--- src/logic/rv64_ex_config.svh ---
`ifndef RV64_EX_CONFIG_SVH
`define RV64_EX_CONFIG_SVH

// datapath and address width
`define RV64_XLEN 64

`define RV64_ILEN 32

`define RV64_REG_AW 5

`define RV64_ALU_OP_W 5

// B immediate bits 12..1
`define RV64_BIMM_W 12

`define RV64_OPCODE_W 7

`define RV64_OPC_BRANCH 7'b110_0011

`endif

--- src/logic/alu_pkg.sv ---
`include "rv64_ex_config.svh"

package alu_pkg;

	typedef enum logic [`RV64_ALU_OP_W-1:0] {
		alu_add  = 'd0,
		alu_addw = 'd1,
		alu_sll  = 'd2,
		alu_sllw = 'd3,
		alu_sra  = 'd4,
		alu_sraw = 'd5,
		alu_srl  = 'd6,
		alu_srlw = 'd7,
		alu_and  = 'd8,
		alu_or   = 'd9,
		alu_xor  = 'd10,
		alu_slt  = 'd11, // signed less than
		alu_sltu = 'd12,
		alu_eq   = 'd13,
		alu_ne   = 'd14,
		alu_sge  = 'd15,
		alu_sgeu = 'd16,
		alu_sub  = 'd17,
		alu_subw = 'd18  // 19..31 illegal
	} alu_op_e;

	typedef enum logic [3:0] {
		unit_add,
		unit_sub,
		unit_shl,
		unit_shr_arith,
		unit_shr_logic,
		unit_and,
		unit_or,
		unit_xor,
		unit_cmp,
		unit_none // result forced to zero
	} alu_unit_e;

	typedef enum logic [2:0] {
		cmp_lt_s,
		cmp_lt_u,
		cmp_ge_s,
		cmp_ge_u,
		cmp_eq,
		cmp_ne
	} cmp_kind_e;

	typedef struct packed {
		alu_unit_e unit;
		cmp_kind_e cmp;  // only meaningful for unit_cmp
		logic      word; // 32-bit op, sign-extend bit 31
	} alu_ctrl_t;

endpackage

--- src/logic/pipe_pkg.sv ---
`include "rv64_ex_config.svh"

package pipe_pkg;

	// what decode hands to execute
	typedef struct packed {
		logic [`RV64_XLEN-1:0]   pc;
		logic [`RV64_ILEN-1:0]   ins;
		logic                    branch;
		logic                    mem_w_en;
		logic                    wb_sel; // 0 alu result, 1 memory data
		logic                    reg_w_en;
		logic [`RV64_REG_AW-1:0] rd;
		logic [`RV64_XLEN-1:0]   rt_data; // store data
		logic [`RV64_BIMM_W-1:0] b_imm;
	} ex_in_t;

	// register towards memory stage
	typedef struct packed {
		logic [`RV64_XLEN-1:0]   pc;
		logic [`RV64_ILEN-1:0]   ins;
		logic                    mem_w_en;
		logic                    wb_sel;
		logic                    reg_w_en;
		logic [`RV64_XLEN-1:0]   rt_data;
		logic [`RV64_REG_AW-1:0] rd;
		logic [`RV64_XLEN-1:0]   alu_result;
	} ex_out_t;

	typedef struct packed {
		logic                    reg_w_en;
		logic [`RV64_REG_AW-1:0] rd;
		logic [`RV64_XLEN-1:0]   value;
	} fwd_t;

	typedef struct packed {
		logic                  taken;
		logic [`RV64_XLEN-1:0] target;
	} br_t;

endpackage

--- src/logic/ex_decode.sv ---
`timescale 1ns/1ps
`include "rv64_ex_config.svh"

module ex_decode
	import alu_pkg::*;
(
	input  alu_op_e   alu_op,
	output alu_ctrl_t alu_ctrl
);

	// illegal codes fall through to this
	localparam alu_ctrl_t CTRL_NONE = '{unit: unit_none, cmp: cmp_eq, word: 1'b0};

	always_comb begin
		case (alu_op)
			alu_add:
				alu_ctrl = '{unit: unit_add, cmp: cmp_eq, word: 1'b0};
			alu_addw:
				alu_ctrl = '{unit: unit_add, cmp: cmp_eq, word: 1'b1};
			alu_sll:
				alu_ctrl = '{unit: unit_shl, cmp: cmp_eq, word: 1'b0};
			alu_sllw:
				alu_ctrl = '{unit: unit_shl, cmp: cmp_eq, word: 1'b1};
			alu_sra:
				alu_ctrl = '{unit: unit_shr_arith, cmp: cmp_eq, word: 1'b0};
			alu_sraw:
				alu_ctrl = '{unit: unit_shr_arith, cmp: cmp_eq, word: 1'b1};
			alu_srl:
				alu_ctrl = '{unit: unit_shr_logic, cmp: cmp_eq, word: 1'b0};
			alu_srlw:
				alu_ctrl = '{unit: unit_shr_logic, cmp: cmp_eq, word: 1'b1};
			alu_and:
				alu_ctrl = '{unit: unit_and, cmp: cmp_eq, word: 1'b0};
			alu_or:
				alu_ctrl = '{unit: unit_or, cmp: cmp_eq, word: 1'b0};
			alu_xor:
				alu_ctrl = '{unit: unit_xor, cmp: cmp_eq, word: 1'b0};
			alu_slt:
				alu_ctrl = '{unit: unit_cmp, cmp: cmp_lt_s, word: 1'b0};
			alu_sltu:
				alu_ctrl = '{unit: unit_cmp, cmp: cmp_lt_u, word: 1'b0};
			alu_eq:
				alu_ctrl = '{unit: unit_cmp, cmp: cmp_eq, word: 1'b0};
			alu_ne:
				alu_ctrl = '{unit: unit_cmp, cmp: cmp_ne, word: 1'b0};
			alu_sge:
				alu_ctrl = '{unit: unit_cmp, cmp: cmp_ge_s, word: 1'b0};
			alu_sgeu:
				alu_ctrl = '{unit: unit_cmp, cmp: cmp_ge_u, word: 1'b0};
			alu_sub:
				alu_ctrl = '{unit: unit_sub, cmp: cmp_eq, word: 1'b0};
			alu_subw:
				alu_ctrl = '{unit: unit_sub, cmp: cmp_eq, word: 1'b1}; // signed 32-bit sub
			default:
				alu_ctrl = CTRL_NONE;
		endcase
	end

endmodule

--- src/logic/ex_execute.sv ---
`timescale 1ns/1ps
`include "rv64_ex_config.svh"

module ex_execute
	import alu_pkg::*;
	import pipe_pkg::*;
(
	input  alu_ctrl_t               alu_ctrl,
	input  logic [`RV64_XLEN-1:0]   src_a,
	input  logic [`RV64_XLEN-1:0]   src_b,
	input  logic [`RV64_XLEN-1:0]   pc,
	input  logic [`RV64_BIMM_W-1:0] b_imm,
	input  logic                    branch,
	output logic [`RV64_XLEN-1:0]   alu_result,
	output br_t                     br
);

	localparam int BIMM_EXT = `RV64_XLEN - `RV64_BIMM_W - 1;

	logic [5:0]            shamt_d; // 64-bit shift amount
	logic [4:0]            shamt_w;
	logic [31:0]           a_w;
	logic [31:0]           b_w;
	logic                  lt_s;
	logic                  lt_u;
	logic                  eq;
	logic                  cmp_bit;
	logic [`RV64_XLEN-1:0] wide;
	logic [31:0]           narrow;
	logic [`RV64_XLEN-1:0] b_off;

	assign shamt_d = src_b[5:0];
	assign shamt_w = src_b[4:0];
	assign a_w     = src_a[31:0];
	assign b_w     = src_b[31:0];

	assign lt_s = $signed(src_a) < $signed(src_b);
	assign lt_u = src_a < src_b;
	assign eq   = src_a == src_b;

	always_comb begin
		case (alu_ctrl.cmp)
			cmp_lt_s: cmp_bit = lt_s;
			cmp_lt_u: cmp_bit = lt_u;
			cmp_ge_s: cmp_bit = ~lt_s;
			cmp_ge_u: cmp_bit = ~lt_u;
			cmp_eq:   cmp_bit = eq;
			cmp_ne:   cmp_bit = ~eq;
			default:  cmp_bit = 1'b0;
		endcase
	end

	// wide is the 64-bit form, narrow the word form of the same unit
	always_comb begin
		wide   = '0;
		narrow = '0;
		case (alu_ctrl.unit)
			unit_add: begin
				wide   = src_a + src_b;
				narrow = a_w + b_w;
			end
			unit_sub: begin
				wide   = src_a - src_b;
				narrow = a_w - b_w;
			end
			unit_shl: begin
				wide   = src_a << shamt_d;
				narrow = a_w << shamt_w;
			end
			unit_shr_arith: begin
				wide   = $signed(src_a) >>> shamt_d;
				narrow = $signed(a_w) >>> shamt_w;
			end
			unit_shr_logic: begin
				wide   = src_a >> shamt_d;
				narrow = a_w >> shamt_w;
			end
			unit_and: wide = src_a & src_b;
			unit_or:  wide = src_a | src_b;
			unit_xor: wide = src_a ^ src_b;
			unit_cmp: wide = {{(`RV64_XLEN-1){1'b0}}, cmp_bit};
			default: begin
				wide   = '0; // unit_none
				narrow = '0;
			end
		endcase
	end

	assign alu_result = alu_ctrl.word ? {{32{narrow[31]}}, narrow} : wide;

	// B immediate is in halfwords
	assign b_off = {{BIMM_EXT{b_imm[`RV64_BIMM_W-1]}}, b_imm, 1'b0};

	assign br.target = pc + b_off;
	assign br.taken  = branch & (|alu_result);

endmodule

--- src/logic/ex_result.sv ---
`timescale 1ns/1ps
`include "rv64_ex_config.svh"

module ex_result
	import pipe_pkg::*;
(
	input  logic                  clk,
	input  logic                  reset,
	input  logic                  valid_in,
	input  logic                  ready_out,
	input  ex_in_t                stage_in,
	input  logic [`RV64_XLEN-1:0] alu_result,
	output logic                  ready_in,
	output logic                  valid_out,
	output logic                  bubble,
	output ex_out_t               ex_out
);

	logic accept;
	logic is_branch;

	assign accept    = valid_in & ready_out;
	assign is_branch = stage_in.ins[`RV64_OPCODE_W-1:0] == `RV64_OPC_BRANCH;

	assign ready_in = ready_out; // single-cycle alu, never stalls itself
	assign bubble   = accept & is_branch;

	// valid tracks input whenever downstream takes data
	always_ff @(posedge clk) begin
		if (reset) begin
			valid_out <= 1'b0;
		end else if (ready_out) begin
			valid_out <= valid_in;
		end
	end

	always_ff @(posedge clk) begin
		if (reset) begin
			ex_out <= '0;
		end else if (accept) begin
			ex_out.pc         <= stage_in.pc;
			ex_out.ins        <= stage_in.ins;
			ex_out.mem_w_en   <= stage_in.mem_w_en;
			ex_out.wb_sel     <= stage_in.wb_sel;
			ex_out.reg_w_en   <= stage_in.reg_w_en;
			ex_out.rt_data    <= stage_in.rt_data;
			ex_out.rd         <= stage_in.rd;
			ex_out.alu_result <= alu_result;
		end
	end

endmodule

--- src/logic/ex_stage.sv ---
`timescale 1ns/1ps
`include "rv64_ex_config.svh"

module ex_stage
	import alu_pkg::*;
	import pipe_pkg::*;
(
	input  logic                  clk,
	input  logic                  reset,
	input  ex_in_t                ex_in,
	input  alu_op_e               alu_op,
	input  logic [`RV64_XLEN-1:0] src_a,
	input  logic [`RV64_XLEN-1:0] src_b,
	input  logic                  valid_in,  // from decode
	input  logic                  ready_out, // from memory stage
	output logic                  ready_in,
	output logic                  valid_out,
	output ex_out_t               ex_out,
	output fwd_t                  fwd,
	output br_t                   br,
	output logic                  bubble
);

	alu_ctrl_t             alu_ctrl;
	logic [`RV64_XLEN-1:0] alu_result;

	ex_decode i_ex_decode (
		.alu_op   (alu_op),
		.alu_ctrl (alu_ctrl)
	);

	ex_execute i_ex_execute (
		.alu_ctrl   (alu_ctrl),
		.src_a      (src_a),
		.src_b      (src_b),
		.pc         (ex_in.pc),
		.b_imm      (ex_in.b_imm),
		.branch     (ex_in.branch),
		.alu_result (alu_result),
		.br         (br)
	);

	ex_result i_ex_result (
		.clk        (clk),
		.reset      (reset),
		.valid_in   (valid_in),
		.ready_out  (ready_out),
		.stage_in   (ex_in),
		.alu_result (alu_result),
		.ready_in   (ready_in),
		.valid_out  (valid_out),
		.bubble     (bubble),
		.ex_out     (ex_out)
	);

	// same-cycle bypass towards decode
	assign fwd = '{
		reg_w_en: ex_in.reg_w_en,
		rd:       ex_in.rd,
		value:    alu_result
	};

endmodule

--- config.mk ---
export PLATFORM = sky130hd
export DESIGN_NAME = ex_stage
export DESIGN_NICKNAME = d
export VERILOG_FILES = /design/src/logic/alu_pkg.sv /design/src/logic/pipe_pkg.sv /design/src/logic/ex_decode.sv /design/src/logic/ex_execute.sv /design/src/logic/ex_result.sv /design/src/logic/ex_stage.sv
export VERILOG_INCLUDE_DIRS = /design/src /design/src/logic
export SDC_FILE = /design/constraint.sdc
export NUM_CORES = 2
export LEC_CHECK = 0
export BUFFER_PORTS_ARGS = -buffer_cell sky130_fd_sc_hd__buf_2
export CORE_MARGIN = 10
export CORE_UTILIZATION = 40
export CTS_BUF_LIST = sky130_fd_sc_hd__clkbuf_4
export DETAILED_ROUTE_END_ITERATION = 6
export PLACE_DENSITY = 0.63
export SYNTH_ARGS = -nofsm -noshare
export SYNTH_HDL_FRONTEND = slang
export SYNTH_HIERARCHICAL = 1
export SYNTH_SLANG_ARGS = --single-unit
--- constraint.sdc ---
create_clock -name clk -period 18.1 [get_ports clk]
set_clock_uncertainty 0.2 [all_clocks]
set_input_delay 2.715 -clock clk [delete_from_list [all_inputs] [get_ports clk]]
set_output_delay 2.715 -clock clk [all_outputs]
set_load 0.05 [all_outputs]
* Word level (Yosys, flattened, before mapping) *
Memory sizes are Yosys's and may differ from the RTL's.
Cells that the tools add are included.

storage, ports and cells
  bits in registers = 233
  latch bits = 0
  RAM bits = 0
  ROM bits = 256
  bits of input ports = 318
  logic and storage cells = 54
  memories = 1

memory list
  memory           depth  width  read ports  clocked after Yosys merged registers in  write ports  line             text
  (no name shown)  32     8      1           0                                        0            ex_decode.sv:15  case (alu_op)

cells by class
  $add $sub $neg = 5
  $mul = 0
  divide/modulo/power cells = 0
  order comparisons = 2
  eq/ne operators = 15
  shift operators = 6
  muxes and demuxes = 4
  bitwise logic cells = 9
  reductions and logical operators = 3

operators with widths
  kind                  count
  $pmux W64 S9          1
  $pmux W32 S5          1
  $add A64 B64 Y64      2
  $lt A64 B64 Y1        2
  $and A64 B64 Y64      1
  $eq A64 B64 Y1        1
  $mux W64              1
  $or A64 B64 Y64       1
  $reduce_or A64 Y1     1
  $shl A64 B6 Y64       1
  $shr A64 B6 Y64       1
  $sshr A64 B6 Y64      1
  $sub A64 B64 Y64      1
  $xor A64 B64 Y64      1
  $add A32 B32 Y32      1
  $shl A32 B5 Y32       1
  $shr A32 B5 Y32       1
  $sshr A32 B5 Y32      1
  $sub A32 B32 Y32      1
  $eq A4 B3 Y1 const B  4
  $eq A4 B2 Y1 const B  2
  $eq A7 B7 Y1 const B  1
  $eq A3 B2 Y1 const B  2
  $eq A3 B3 Y1 const B  2
  other kinds (8)       12

* Longest topological paths before layout *
  depth in word-level cells = 7
  gate-level depth with buffers = 34

* Modules after synthesis *
Netlist, hierarchy kept.

modules (own cells, without submodules)
  module      times used  cells each  area an instance (µm²)
  ex_execute  1           4645        31811.8
  ex_result   1           1065        10191.0
  ex_decode   1           32          244.0
  ex_stage    1           6           45.0

* Least setup slack after synthesis *
No wires, ideal clock.

  kind = input to output
  start = input port alu_op[0]
  end = output port br[64] in the netlist's numbering
  data arrival time = 10.165 ns
  required time = 15.185 ns
  path slack = 5.020 ns
  stages on the path = 31
  path buffers = 8
  path through = inv_1 ha_1 and4bb_4 nor2_1 buf_2 nor2b_1 clkbuf_1 and2_1 clkbuf_1 clkbuf_1 clkbuf_1 buf_1 clkbuf_1 buf_1 a21oi_1 xnor2_1 ha_1 a21o_1 or3_1 o2111ai_1 o211ai_1 a211oi_1 nor3_1 o31ai_1 o221ai_1 or4_1 nor4b_2 nand4b_1 nor4_2 nand4b_1 o41a_1

RTL lines
  element      line            text
  from (decl)  ex_stage.sv:11  input alu_op_e alu_op,
  to (decl)    ex_stage.sv:20  output br_t br,

==> reports/qor.txt <==
WL per Instance - 40.0 um
first-pass GRT wire length - 412000 um
syn nets - 6362
Post-Synthesis Cells - 5748
Crit Path Max Fanout - 79
core box area - 105000 um2
RSZ-0062 raised after global routing - false
total grt overflow - 0
Port Buffers - 687
Max-cap violations - 0
Layout area overhead - 11.1%
synthesized area - 42300 um2
most common cell after layout, fill and taps aside - buf_2
# setup viols final - 0
Final Max Slew Viols - 0
clk slew on worst S/H paths - 0.06 ns
routed via count - 54.9k
starting density of the core - 40.2%
Die ar. - 119000 um2
GR Util All Layers - 47.6%
count of different cell masters after synthesis - 109
failing checks - DRC
Synth Flop Type - dfxtp_1
ys async rst share - 0%
# IOs - 688
Overall Power - 3.16 mW
post-synthesis sequential area ratio - 11.0%
Post-synth EDFFs - 0
Worst Setup Start Kind - primary input
crit end category - output port
R2R depth - 2
final critical-path required period - 14.25 ns
TritonCTS clock tree - yes
antenna violations before repair - 35
peak supply drop - 0.0718 mV
CTS H-tree depth - 3
register bit total from synthesis - 233
post-route setup TNS - 0 ns
R2R Path End - i_ex_result/ex_out[173]
Via density - 7.23
Num CTS Buffers - 71
pwr dens - 67.3 nW/um2
clk buf depth - 3
worst slew pin tran - 1.37 ns
fmax - 70.2 MHz
Slowest cell on crit path - a21oi_4
CTS Sinks - 233
post-synth top area share - 11.0%
total wire length - 304000 um
CTS resizes - 0
Skew-Pair Late Insertion Delay - 0.81 ns
CP arrival - 11.33 ns
status - finished, violations left
area post-placement - 46000 um2
die span in y - 345 um
# nets final - 6741
Die W - 345 um
Synth Warn # - 6
CP required - 15.19 ns
largest net degree at the start of global routing - 172
vias in the first global route - 49.9k
final hold violation count - 0
hold depth - 2
final core occ - 44.7%
reg2reg start - i_ex_result/ex_out[173]
Avg Cell Area, Syn - 7.36 um2
CTS root buf - clkbuf_4
drc violations - 6
highest-count cells in the layout ignoring fill and taps - 678 x buf_2, 630 x a21oi_1, 422 x nor2_1, 417 x nand2_1, 340 x nand3_1
post-route insts no fill - 7594
hold buffers post-CTS - 0
share of cells above drive strength 1 - 19.6%
Yosys top cell by area - dfxtp_1
row cnt - 119
Final ANT Viol Nets - 0
Setup CP Type - primary input to output port
Critical Path Sink - br[64]
final cycle utilization of the critical path - 78.7%
final instance area - 47000 um2
Placed Cells - 7445
CP cell instances - clkbuf_8 > inv_4 > ha_1 > nand3_1 > nor3_1 > inv_1 > or4_1 > o31ai_1 > xnor2_1 > ha_1 > nand4_1 > and3_1 > a211oi_1 > a21oi_1 > o21ai_0 > xnor2_1 > a21oi_4 > o2111ai_1 > nor3_1 > nand4b_1 > nor4_2 > nand4b_1 > o41a_1 > buf_2
Slew HR - 8.61%
drt pass-1 iters - 7
Setup Buffers After CTS - 0
leakage - 20.3 nW
R2R Setup Slk - 16.94 ns
initial DRC count - 9166
CP max stage delay - 0.89 ns
GP Congestion - 1.13
worst hold path class - register to register
DP HPWL - 238000 um
CP startpoint - src_b[1]
top cells by area, synth - dfxtp_1 11%, ha_1 8.6%, a21oi_1 7.5%, mux2i_1 5.9%, mux4_2 5.9%
==> stage by stage <==
step	hold slack (ns)	setup WS (ns)
3_5_place_dp	0.286	4.21
5_1_grt	0.332	3.69
3_3_place_gp	0.271	4.41
6_report	0.297	3.85
4_1_cts	0.300	4.21
2_1_floorplan	0.537	5.02
==> how the worst min path moves through the flow <==
stage	end	slack [ns]	from
2_1_floorplan	i_ex_result/valid_out	0.54	i_ex_result/valid_out
3_3_place_gp	i_ex_result/valid_out	0.27	i_ex_result/valid_out
3_5_place_dp	i_ex_result/valid_out	0.29	i_ex_result/valid_out
4_1_cts	i_ex_result/valid_out	0.30	i_ex_result/valid_out
5_1_grt	i_ex_result/valid_out	0.33	i_ex_result/valid_out
6_report	i_ex_result/valid_out	0.30	i_ex_result/valid_out
==> synth_stat cells, types with 47 or more instances <==
cell      instances
nand4_1          58
o22ai_1          97
nand2_1         418
a31oi_1          66
o211ai_1         60
mux2_2           52
nor2_1          426
nor4_1           47
o21ai_0         288
a22oi_1          83
clkbuf_1        228
ha_1            292
nor3_1          115
o31ai_1          51
inv_1           240
a21bo_1         228
mux2i_1         250
a21o_1           92
a211oi_1         79
buf_6            56
buf_2           163
mux4_2          110
dfxtp_1         233
nor2b_1          47
nand2b_1         72
xnor2_1         130
nand3_1         340
a21oi_1         631
==> cell families (layout without fill, tap and decap cells) <==
| kind of cell | count (synthesis) | in the layout | synth area share [%] |
|---|---|---|---|
| AND/OR/NAND/NOR | 1699 | 1699 | 19.2 |
| other | 0 | 27 | 0 |
| AO/OA/AOI/OAI | 2169 | 2169 | 35.6 |
| flip-flops | 233 | 233 | 11.0 |
| multiplexers | 415 | 415 | 13.2 |
| XOR/XNOR | 160 | 160 | 3.31 |
| adder cells (fa/ha/maj) | 296 | 296 | 8.83 |
| buffers and inverters | 776 | 1204 | 8.78 |
==> critical path: cells and delay by family <==
family                     cells  cell delay [ns]
adders and majority gates      2             0.73
AOI/OAI and AO/OA              7             3.08
and+or+nand+nor                9             3.00
xor gates and xnor gates       2             0.31
buffers and inverters          4             1.35
==> final cells by class <==
type                    instances  area [um2]
clock inverters                17         145
diodes                         27        67.6
fillers                     11100       58100
clock buffers                 105         788
well taps                    1391        1740
repair buffers                832        4630
inverters                     250         942
flip-flops and latches        233        4660
multi-input cells            4739       34000
==> sequential cells by signal, indices dropped and copies added (netlist names) <==
signal / count
i_ex_result/valid_out: 1
i_ex_result/ex_out: 232
==> where the power goes <==
part | total, mW | switching (mW) | internal, mW
registers | 0.548 | 0.0118 | 0.536
logic | 2.05 | 1.50 | 0.547
clock network | 0.566 | 0.271 | 0.295
==> per-layer routing <==
layer  part of all wire [%]  global-route usage (%)  wire, um
met1                     37                    59.4    114000
met2                     39                    66.1    119000
met3                     14                    17.0     41800
met4                    9.4                    35.7     28600
met5                  0.066                   0.367       201
Power figures use the tool's default switching activity.
